$ cat config.mk
export PLATFORM = sky130hd
export DESIGN_NAME = free_list
export DESIGN_NICKNAME = d
export VERILOG_FILES = /design/src/rename_pkg.sv /design/src/free_list.sv
export SDC_FILE = /design/constraint.sdc
export NUM_CORES = 1
export LEC_CHECK = 0
export BUFFER_PORTS_ARGS = -buffer_cell sky130_fd_sc_hd__buf_2
export CORE_MARGIN = 4
export CORE_UTILIZATION = 50
export CTS_CLUSTER_SIZE = 10
export DETAILED_ROUTE_END_ITERATION = 10
export PLACE_DENSITY = 0.75
export SYNTH_ARGS = -nofsm -noshare
export SYNTH_HDL_FRONTEND = slang
export SYNTH_SLANG_ARGS = --single-unit
$ cat constraint.sdc
create_clock -name clock -period 5 [get_ports clock]
set_clock_uncertainty 0.15 [all_clocks]
set_input_delay 1 -clock clock [delete_from_list [all_inputs] [get_ports clock]]
set_output_delay 1 -clock clock [all_outputs]
set_load 0.005 [all_outputs]
$ cat src/rename_pkg.sv
package rename_pkg;

    // register counts
    localparam int arch_reg_sz = 32;
    localparam int phys_reg_sz = 64;

    // width of one register value
    localparam int data_width = 32;

    // free list depth, one slot per non-architectural register
    localparam int free_list_sz = phys_reg_sz - arch_reg_sz;

    // architectural register number
    typedef logic [$clog2(arch_reg_sz)-1:0] ARN;

    // physical register number, 0 is the zero register
    typedef logic [$clog2(phys_reg_sz)-1:0] PRN;

    // register value
    typedef logic [data_width-1:0] DATA;

endpackage

$ cat src/free_list.sv
`timescale 1ns/1ps

module free_list #(
    parameter int width = 2
) (
    input  logic                       clock,
    input  logic                       reset,
    input  logic           [width-1:0] alloc_req,
    output rename_pkg::PRN [width-1:0] alloc_prn,
    output logic                       stall,
    input  logic           [width-1:0] release_valid,
    input  rename_pkg::PRN [width-1:0] release_prn
);
    import rename_pkg::*;

    localparam int ptr_w = $clog2(free_list_sz);
    localparam int cnt_w = $clog2(free_list_sz + 1);
    localparam int lane_w = $clog2(width + 1);

    PRN fifo [free_list_sz];
    logic [ptr_w-1:0] head;
    logic [ptr_w-1:0] tail;
    logic [cnt_w-1:0] count;
    logic [cnt_w-1:0] alloc_taken;
    logic [lane_w-1:0] req_total;
    logic [lane_w-1:0] rel_total;
    logic [ptr_w-1:0] alloc_addr [width];
    logic [ptr_w-1:0] rel_addr [width];
    logic [width-1:0] rel_en;

    // requesting lanes take consecutive slots from the head
    always_comb begin
        req_total = '0;
        for (int i = 0; i < width; i++) begin
            alloc_addr[i] = head + ptr_w'(req_total);
            req_total = req_total + lane_w'(alloc_req[i]);
        end
    end

    // non-zero releases pack onto the tail in lane order
    always_comb begin
        rel_total = '0;
        for (int i = 0; i < width; i++) begin
            rel_en[i] = release_valid[i] && release_prn[i] != '0;
            rel_addr[i] = tail + ptr_w'(rel_total);
            rel_total = rel_total + lane_w'(rel_en[i]);
        end
    end

    // releases of this cycle are not yet counted
    assign stall = count < cnt_w'(req_total);
    assign alloc_taken = stall ? '0 : cnt_w'(req_total);

    always_comb begin
        for (int i = 0; i < width; i++) begin
            alloc_prn[i] = (alloc_req[i] && !stall) ? fifo[alloc_addr[i]] : '0;
        end
    end

    always_ff @(posedge clock) begin
        if (reset) begin
            // full list of the registers above the architectural set
            for (int i = 0; i < free_list_sz; i++) begin
                fifo[i] <= PRN'(arch_reg_sz + i);
            end
            head <= '0;
            tail <= '0;
            count <= cnt_w'(free_list_sz);
        end else begin
            for (int i = 0; i < width; i++) begin
                if (rel_en[i]) begin
                    fifo[rel_addr[i]] <= release_prn[i];
                end
            end
            head <= head + ptr_w'(alloc_taken);
            tail <= tail + ptr_w'(rel_total);
            count <= count - alloc_taken + cnt_w'(rel_total);
        end
    end

endmodule

Word level (Yosys, flattened, before mapping):

Memory sizes are Yosys's and may differ from the RTL's. A register that Yosys moved wholly into a read port is not among the register bits.
Index checks and enable logic that the tools add are counted.

* bits in writable memories: 192
* memories kept: 1
* output and inout bits: 13
* register bits after elaboration: 16
* word-level logic and storage cells: 40
* input port bits: 18

Memory list
* fifo: words 32, width 6, rd ports 2, clocked after Yosys merged registers in 1, write ports 32, RTL line free_list.sv:20 `PRN fifo [free_list_sz];`

* mux-type cells: 18
* $lt $le $gt $ge: 1
* add/sub/neg operators: 8
* reduce and logical (&&, ||, !) cells: 9

Operators by type and width (number)
* 6-bit 2-to-1 mux: 4
* 5-bit 2-to-1 mux: 3
* 6-bit nonzero test: 2
* 6-bit OR reduction: 2
* 5-bit by 1-bit adder with 5-bit output: 2
* 5-bit by 2-bit adder with 5-bit output: 2
* 1-bit 2-to-1 mux: 10
* 6-bit by 2-bit adder with 6-bit output: 1
* 6-bit by 2-bit less-than comparator with 1-bit output: 1
* 6-bit by 2-bit subtractor with 6-bit output: 1
* 1-bit by 1-bit adder with 2-bit output: 2
* 1-bit logical AND: 4
* 2-bit 2-to-1 mux: 1
* 1-bit logical NOT: 1

Depth between registers and ports, before layout:

Gate-level depths: netlist (run 1).

* depth after elaboration: 7
* depth in mapped cells: 17

Least setup slack after synthesis (run 1):

No wires, ideal clock.

* kind: input port to flip-flop
* start point: in release_prn[5] in the netlist's numbering
* end point: mem fifo[25][0] in the netlist's numbering (enable)
* buffers on the path: 4
* stages on the path: 12
* library setup time: 0.325 ns
* path slack: 0.800 ns
* arrival time: 3.725 ns
* data required time: 4.525 ns
* cells stage by stage: buf_6 nor4_1 a21oi_1 ha_1 ha_1 clkbuf_1 a2111oi_2 and2_1 buf_2 nand2b_1 buf_2 nand3_1

RTL lines
* start, declared: RTL line free_list.sv:12 `input rename_pkg::PRN [width-1:0] release_prn`
* end, declared: RTL line free_list.sv:20

==> results of run 1 <==
-- layout by cell type (no fill, tap or decap), types with 18 or more instances in the layout --
cell | Yosys | layout
mux4_2 | 94 | 94
inv_1 | 30 | 30
mux2_2 | 19 | 19
buf_4 | 7 | 36
a21oi_1 | 37 | 37
buf_2 | 30 | 30
ha_1 | 20 | 18
edfxtp_1 | 192 | 192
clkbuf_16 | 0 | 27
nand3_1 | 24 | 24
nor2_1 | 126 | 126
nand2_1 | 132 | 132
or3_1 | 21 | 21
mux2i_1 | 177 | 177
nor3_1 | 48 | 48
-- logic make-up after synthesis --
group                    synth area share
AO/OA/AOI/OAI                      0.0616
flip-flops                          0.427
buffers and inverters              0.0435
XOR/XNOR                          0.00729
multiplexers                        0.288
adder cells (fa/ha/maj)            0.0232
AND/OR/NAND/NOR                     0.149
-- cells in the mapped netlist, types with 6 or more instances --
library cell and instances:
a21oi_1 37, a31oi_1 10, and2_1 6, buf_2 30
buf_4 7, clkbuf_1 63, clkinv_1 6, dfxtp_1 16
edfxtp_1 192, ha_1 20, inv_1 30, mux2_2 19
mux2i_1 177, mux4_2 94, nand2_1 132, nand2_2 9
nand2b_1 8, nand3_1 24, nand3b_1 8, nor2_1 126
nor2_2 8, nor2b_1 14, nor3_1 48, nor4_1 9
o2111ai_1 6, o211ai_1 7, o21ai_0 9, or3_1 21
-- state kept, by name, summed over array words and instances (netlist names) --
name   count
fifo     192
count      6
head       5
tail       5
-- power breakdown --
part	switching (mW)	internal, mW	total (mW)	leakage, nW
clock	0.730	1.06	1.79	0.381
combinational	0.937	0.769	1.71	2.94
sequential	0.0998	1.98	2.08	1.73
total	1.77	3.81	5.58	5.05
-- layout make-up --
| type | instances | area, um^2 |
|---|---|---|
| clock buffers | 39 | 741 |
| clock inverters | 4 | 46.3 |
| fillers | 2354 | 12400 |
| inverters | 36 | 135 |
| multi-input cells | 883 | 7570 |
| flip-flops and latches | 208 | 6090 |
| well taps | 378 | 473 |
| repair buffers | 68 | 460 |
-- worst min-delay path by stage --
stage / startpoint / endpoint / slack (ps) / cells after the start
2_1_floorplan: count[0] / count[0] / 400 / 2
3_3_place_gp: count[0] / count[0] / 430 / 2
3_5_place_dp: count[0] / count[0] / 450 / 2
4_1_cts: count[0] / count[0] / 470 / 2
5_1_grt: count[0] / count[0] / 490 / 2
6_report: count[0] / count[0] / 470 / 2
-- metal layers --
| metal | vias up | global-route usage |
|---|---|---|
| li1 | 4611 | - |
| met1 | 5408 | 0.411 |
| met2 | 902 | 0.426 |
| met3 | 118 | 0.0758 |
| met4 | 0 | 0.0809 |
| met5 | - | 0 |
-- worst min-delay path: cells and delay by family (launching register included) --
| family | cells | cell delay, ps |
|---|---|---|
| flops | 1 | 340 |
| simple gates | 1 | 110 |
| fa+ha+maj | 1 | 130 |
-- through the flow --
step,hold WS [ps],setup slack (ps),utilization
floorplan,400,800,-
global placement,435,612,0.527
detailed placement,455,588,0.527
CTS,474,583,0.555
global route,493,439,0.555
finish,467,534,0.555
==> impl_metrics.json, run 1 <==
{
  "gp_congestion": 0.975,
  "clk_latency_ps": 540,
  "vias": 11000,
  "grt_pass1_wl_um": 66700,
  "finalInstanceArea_mm2": 0.0155,
  "syn_area_mm2": 0.0142,
  "syn_nets": 1275,
  "io_buffers": 30,
  "overflow": 0,
  "reg2regPathDepth": 6,
  "slew_viol_final": 0,
  "route.met2.wl_um": 19800,
  "hold_violations": 0,
  "worst-r2r-setup-slack_ps": 1320,
  "num_io_pins": 31,
  "cts_resized": 0,
  "setup_viol": 0,
  "ys_seq_area_frac": 0.427,
  "synthCells": 1233,
  "required_ps": 3850,
  "dr.pass1.iters": 6,
  "cp_cell_sequence": "buf_2 > ha_4 > ha_2 > mux4_2 > a2bb2oi_1 > a22oi_1 > a21oi_1 > buf_2",
  "yosysWarnings": 0,
  "areaGrowthSynthToFinish_pct": 8.90,
  "max_freq_ghz": 0.224,
  "placed_cells": 1573,
  "crit_end": "alloc_prn[10]",
  "synth_area_leaders": "edfxtp_1 40%, mux4_2 15%, mux2i_1 12%, nand2_1 3.5%, nor2_1 3.3%",
  "final_cells": 1616,
  "fin_crit_ps": 4470,
  "routed.top_layer": "met4",
  "rows": 61,
  "crit_fanout": 17,
  "numCtsBuffers": 26,
  "wire_per_inst_um": 27.7,
  "detail_route.vias_per_cell": 6.83,
  "cts_buffer_depth": 3,
  "grt_setup_unrepaired": "false",
  "async_flop_share": 0,
  "critPathKind": "in -> out",
  "diodes": 0,
  "netlist-cell-type-count": 73,
  "avgSynthCellArea_um2": 11.6,
  "cts_tree": "built",
  "dp_hpwl_um": 31200,
  "synth_edf_count": 192,
  "critPathSlowestCell": "ha_2",
  "cts_hold_buf": 0,
  "r2r-start": "tail[0]",
  "yosysTopAreaCell": "edfxtp_1",
  "place_area_mm2": 0.0147,
  "grt_max_degree": 47,
  "drc": 0,
  "cts.sinks": 208,
  "critical_path.startpoint": "alloc_req[0]",
  "path_depth": 8,
  "cts_root_buffer": "clkbuf_16",
  "antenna_found_initial": 0,
  "critPathMaxStageDelay_ps": 640,
  "crit_family": "adder cells",
  "fin_nets": 1265,
  "synthFlopType": "edfxtp_1",
  "worstPathArrival_ps": 3320,
  "finalCritPeriodShare": 0.893,
  "totalWireLength_um": 44800,
  "leakagePower_nw": 5.05,
  "die_x_um": 177,
  "power_density_mw_per_mm2": 359,
  "hold_class": "reg -> reg",
  "status": "complete, no violations",
  "relSlewSlack": 0.124,
  "worstSetupStartpointType": "input port",
  "r2r_end": "fifo[25][4]",
  "core_mm2": 0.0279,
  "path_buf_inv": 2,
  "die_h_um": 177,
  "final_antenna_net_count": 0,
  "power_mw": 5.58,
  "vdd_drop_max_mv": 0.250,
  "critPathCaptureType": "output pin",
  "final_layout_size_suffix_gt1_frac": 0.212,
  "grt_pass1_vias": 10500,
  "ys_ff_latch": 208,
  "routed-wl-met3_um": 6790,
  "dieArea_mm2": 0.0313,
  "initial_utilization": 0.510,
  "postCtsSetupRepairBufs": 0,
  "cp_common_cell": "buf_2",
  "grt_use_total": 0.284,
  "clkTransAtPathRegs_ps": 50,
  "wl_met1_um": 16900,
  "initialDrtViolationCount": 1994,
  "finalSetupTns_ps": 0,
  "worstMarginPinSlew_ps": 1310,
  "drv_cap": 0,
  "h-tree-depth": 1,
  "netlist.area_leader.share": 0.405
}
(Power assumes the default switching activity.)
==> inputs of run 2 (changes only) <==
REMOVE_ABC_BUFFERS = 1   (was not set)
==> run 2 against run 1 <==
Against the previous run:
- final cell count down 0.12%
- register-to-register slack better by 270 ps
- core utilization down 0.33 points
- sequential share of layout area up 0.24 points
- hold slack worse by 11 ps
- flip-flop and latch count unchanged
- combinational power about the same
- clock-buffer cell count down 6
- wire length down 0.98%
- critical path depth up 1
- final area down 0.60%
- critical endpoint is now alloc_prn[7]
- largest cell class unchanged
==> impl_metrics.json, run 2 (synthesis results as in run 1) <==
{
  "final_cells": 1614,
  "grt_setup_unrepaired": "false",
  "io_buffers": 30,
  "cp_cell_sequence": "ha_4 > ha_2 > xor2_4 > buf_4 > mux2i_1 > nand3_1 > o2111ai_1 > nor2_1 > buf_2",
  "postCtsSetupRepairBufs": 0,
  "cts_hold_buf": 0,
  "final_common_cell": "edfxtp_1",
  "fin_crit_ps": 4580,
  "timing.hold.ws_ps": 457,
  "clk_latency_ps": 520,
  "dp_hpwl_um": 31200,
  "worstSetupStartpointType": "register",
  "worstMarginPinSlew_ps": 907,
  "required_ps": 3850,
  "overflow": 0,
  "min_from": "count[0]",
  "grt_pass1_vias": 10400,
  "seq_area_mm2": 0.00609,
  "cts.sinks": 208,
  "cts_root_buffer": "clkbuf_16",
  "r2r-start": "tail[0]",
  "final_layout_size_suffix_gt1_frac": 0.210,
  "die_h_um": 177,
  "cts_buffer_depth": 3,
  "worstPathArrival_ps": 3430,
  "fin_nets": 1265,
  "largest_register_ffs": 192,
  "dieArea_mm2": 0.0313,
  "core_mm2": 0.0279,
  "critPathCaptureType": "output pin",
  "wire_per_inst_um": 27.5,
  "finalCritPeriodShare": 0.915,
  "cts_resized": 0,
  "critPathKind": "reg -> out",
  "final_antenna_net_count": 0,
  "max_freq_ghz": 0.218,
  "top_register": "fifo",
  "rows": 61,
  "critPathSlowestCell": "dfxtp_4",
  "detail_route.vias_per_cell": 6.81,
  "setup_viol": 0,
  "critical_path.startpoint": "head[0]",
  "grt_use_total": 0.283,
  "largestRegisters": "fifo (192), count (6)",
  "die_x_um": 177,
  "grt_pass1_wl_um": 66400,
  "vias": 11000,
  "initial_utilization": 0.510,
  "power_density_mw_per_mm2": 349,
  "leakagePower_nw": 5.01,
  "initialDrtViolationCount": 1966,
  "numCtsBuffers": 25,
  "hold_class": "reg -> reg",
  "totalWireLength_um": 44300,
  "final_cell_mix": "192 x edfxtp_1, 177 x mux2i_1, 132 x nand2_1",
  "relSlewSlack": 0.394,
  "status": "complete, no violations",
  "cts_tree": "built",
  "multiInputGateArea_mm2": 0.00757,
  "h-tree-depth": 1,
  "grt_max_degree": 35,
  "num_io_pins": 31,
  "vdd_drop_max_mv": 0.267,
  "critPathMaxStageDelay_ps": 680,
  "fillers": 2298,
  "dr.pass1.iters": 5,
  "drc": 0,
  "antenna_found_initial": 0,
  "slew_viol_final": 0,
  "hold_violations": 0,
  "drv_cap": 0,
  "clkTransAtPathRegs_ps": 60,
  "areaGrowthSynthToFinish_pct": 8.25,
  "placed_cells": 1574,
  "gp_congestion": 0.933,
  "crit_fanout": 26,
  "finalSetupTns_ps": 0
}
==> run 2: cell types whose count changed in the layout (fill, tap and decap cells not counted), sizes merged <==
cell    change
bufinv      -1
buf         +1
clkinv      +3
diode       +1
clkbuf      -6
==> run 2: where the power goes <==
part / internal [mW] / switching, mW
clock: 0.906 / 0.686
sequential: 1.98 / 0.109
combinational: 0.766 / 0.938
==> run 2: metal layers <==
layer | global-route usage | wire (um) | vias up
li1 | - | - | 4608
met1 | 0.397 | 16200 | 5290
met2 | 0.435 | 19800 | 933
met3 | 0.0602 | 6360 | 155
met4 | 0.111 | 1990 | 0
met5 | 0 | 0 | -
==> run 2: stage by stage <==
step / instance area, um^2 / utilization / total power [mW] / setup slack (ps)
2_1_floorplan: 13800 / - / 3.27 / -1250
3_3_place_gp: 14700 / 0.528 / 3.76 / 433
3_5_place_dp: 14700 / 0.528 / 3.79 / 353
4_1_cts: 15400 / 0.552 / 5.35 / 437
5_1_grt: 15400 / 0.552 / 5.59 / 229
6_report: 15400 / 0.552 / 5.39 / 423
==> run 2: layout make-up <==
type	instances	area share
inverters	36	0.00876
multi-input cells	883	0.491
flip-flops and latches	208	0.395
diodes	1	0.000162
well taps	378	0.0307
clock buffers	33	0.0425
repair buffers	69	0.0303
clock inverters	6	0.00187
==> run 2: final timing paths <==
kind / slack (ps) / cells past startpoint / end
max: 420 / 9 / alloc_prn[7]
min: 460 / 2 / count[0]
max reg2reg: 1590 / 7 / fifo[25][4]
min reg2reg: 460 / 2 / count[0]
==> run 2: critical path: cells and delay by family (launching register included) <==
family / cells / cell delay, ps
flip-flops: 1 / 680
adder cells (fa/ha/maj): 2 / 460
AND/OR/NAND/NOR: 2 / 220
AO/OA/AOI/OAI: 1 / 140
XOR/XNOR: 1 / 440
buffers and inverters: 2 / 490
multiplexers: 1 / 450
==> inputs of run 3 (changes only) <==
CORE_MARGIN = 5   (was 4)
CORE_UTILIZATION = 40   (was 50)
HOLD_SLACK_MARGIN = 0.03   (was not set)
PLACE_DENSITY = 0.64   (was 0.75)
==> run 3 against run 2 <==
Against the previous run:
- via count down 2.1%
- fmax down 0.42%
- clock power up 5%
- final cell count up 6.2%
- sequential power about the same
- first-iteration DRC count down 24%
- final area up 1.5%
==> impl_metrics.json, run 3 (synthesis results as in run 1) <==
{
  "cts_root_buffer": "clkbuf_16",
  "pwr-share-comb": 0.315,
  "worstPathArrival_ps": 3450,
  "antenna_found_initial": 0,
  "final_cells": 1714,
  "seq_power_share": 0.381,
  "required_ps": 3850,
  "die_h_um": 199,
  "num_io_pins": 31,
  "totalWireLength_um": 47200,
  "overflow": 0,
  "largestRegisters": "fifo (192), count (6)",
  "clkTransAtPathRegs_ps": 60,
  "drc": 0,
  "dp_hpwl_um": 33000,
  "postCtsSetupRepairBufs": 0,
  "p_int_mw": 3.71,
  "final_antenna_net_count": 0,
  "cts_buffer_depth": 3,
  "max_freq_ghz": 0.218,
  "path_buf_inv": 3,
  "final_layout_size_suffix_gt1_frac": 0.216,
  "critPathKind": "reg -> out",
  "finalCritPeriodShare": 0.919,
  "clk_latency_ps": 530,
  "worstSetupStartpointType": "register",
  "grt-busiest-layer": "met2",
  "p_clk_frac": 0.303,
  "cts_hold_buf": 0,
  "crit_family": "flip-flops",
  "power_density_mw_per_mm2": 351,
  "die_x_um": 199,
  "numCtsBuffers": 25,
  "vdd_drop_max_mv": 0.288,
  "critPathMaxStageDelay_ps": 630,
  "grt_pass1_vias": 10800,
  "grt_max_degree": 50,
  "rows": 69,
  "cp_common_cell": "buf_4",
  "path_depth": 10,
  "fillers": 3245,
  "setup_viol": 0,
  "fin_crit_ps": 4600,
  "slew_viol_final": 0,
  "initial_utilization": 0.403,
  "finalSetupTns_ps": 0,
  "sw_frac_of_total": 0.325,
  "top_register": "fifo",
  "detail_route.vias_per_cell": 6.28,
  "reg2regPathDepth": 13,
  "areaGrowthSynthToFinish_pct": 9.83,
  "h-tree-depth": 1,
  "vias": 10800,
  "grt_use_total": 0.236,
  "final_cell_mix": "192 x edfxtp_1, 177 x mux2i_1, 132 x nand2_1",
  "dr.pass1.iters": 5,
  "grt_pass1_wl_um": 69300,
  "r2r-start": "count[1]",
  "initialDrtViolationCount": 1494,
  "met3_usage": 0.0439,
  "worst-r2r-setup-slack_ps": 1570,
  "r2r_end": "count[5]",
  "wire_per_inst_um": 27.5,
  "grt_use_met1": 0.303,
  "cts_tree": "built",
  "grt_setup_unrepaired": "false",
  "dieArea_mm2": 0.0395,
  "timing.hold.ws_ps": 370,
  "worstMarginPinSlew_ps": 776,
  "place_ws_ps": 265,
  "core_mm2": 0.0354,
  "io_buffers": 30,
  "crit_end": "alloc_prn[6]",
  "cts.sinks": 208,
  "placed_cells": 1667,
  "hold_violations": 0,
  "status": "complete, no violations",
  "critPathCaptureType": "output pin",
  "cp_cell_sequence": "ha_4 > ha_2 > xor2_4 > buf_4 > buf_4 > mux2i_1 > nand3_1 > o2111ai_1 > nor2_1 > buf_2",
  "hold_class": "reg -> reg",
  "relSlewSlack": 0.483,
  "cts_resized": 0,
  "crit_fanout": 22,
  "final_common_cell": "edfxtp_1",
  "fin_ws_ps": 404,
  "critical_path.startpoint": "head[0]",
  "drv_cap": 0,
  "gp_congestion": 0.939,
  "critPathSlowestCell": "dfxtp_4",
  "fin_nets": 1275,
  "leakagePower_nw": 5.07,
  "largest_register_ffs": 192,
  "power_switching_mw": 1.79,
  "grt_use_met2": 0.393
}
run 3: changes by cell type in the layout (fill, tap and decap cells not counted), moves of 2 or more:
| cell | change |
|---|---|
| buf_4 | +10 |
| clkbuf_1 | +9 |
| clkbuf_8 | +2 |
| clkinv_1 | -2 |
run 3: how the worst min path moves through the flow:
stage | endpoint | cells after the start | slack [ps] | from
after floorplan | count[0] | 2 | 400 | count[0]
after global placement | tail[4] | 2 | 340 | tail[4]
after detailed placement | tail[4] | 2 | 360 | tail[4]
after CTS | tail[4] | 2 | 370 | tail[4]
after global routing | tail[4] | 2 | 410 | tail[4]
final | tail[4] | 2 | 370 | tail[4]
run 3: power groups by stage:
| stage | Sequential (mW) | Combinational, mW | Clock (mW) |
|---|---|---|---|
| floorplan | 2.14 | 1.12 | 0 |
| global placement | 2.13 | 1.70 | 0 |
| detailed placement | 2.13 | 1.72 | 0 |
| CTS | 2.09 | 1.73 | 1.68 |
| global route | 2.11 | 1.85 | 1.75 |
| finish | 2.09 | 1.73 | 1.67 |
run 3: through the flow:
step            util  area, um^2  power (mW)
2_1_floorplan      -       13800        3.27
3_3_place_gp   0.421       14900        3.82
3_5_place_dp   0.421       14900        3.85
4_1_cts        0.442       15600        5.50
5_1_grt        0.442       15600        5.71
6_report       0.442       15600        5.49
run 3: worst register-to-register path, stage by stage (launching register included):
cell,delay [ps]
dfxtp_1,310
ha_1,270
a21oi_1,60
o211ai_1,620
nand2_1,210
inv_1,140
fa_1,460
inv_1,80
ha_1,220
a21o_1,180
a21oi_1,210
o21bai_1,90
a21oi_1,180
mux2i_1,190
run 3: cell type report:
class	instances	area [um^2]	area share
Multi-Input combinational cell	883	7570	0.484
Sequential cell	208	6090	0.389
Clock buffer	44	717	0.0458
Tap cell	461	577	0.0369
Timing Repair Buffer	79	543	0.0347
Antenna cell	1	2.50	0.000160
Clock inverter	2	12.5	0.000800
Inverter	36	135	0.00864
run 3: per-layer routing:
metal / wire [um] / vias to the layer above
li1: - / 4629
met1: 17600 / 5354
met2: 22600 / 629
met3: 4560 / 148
met4: 2390 / 0
met5: 0 / -
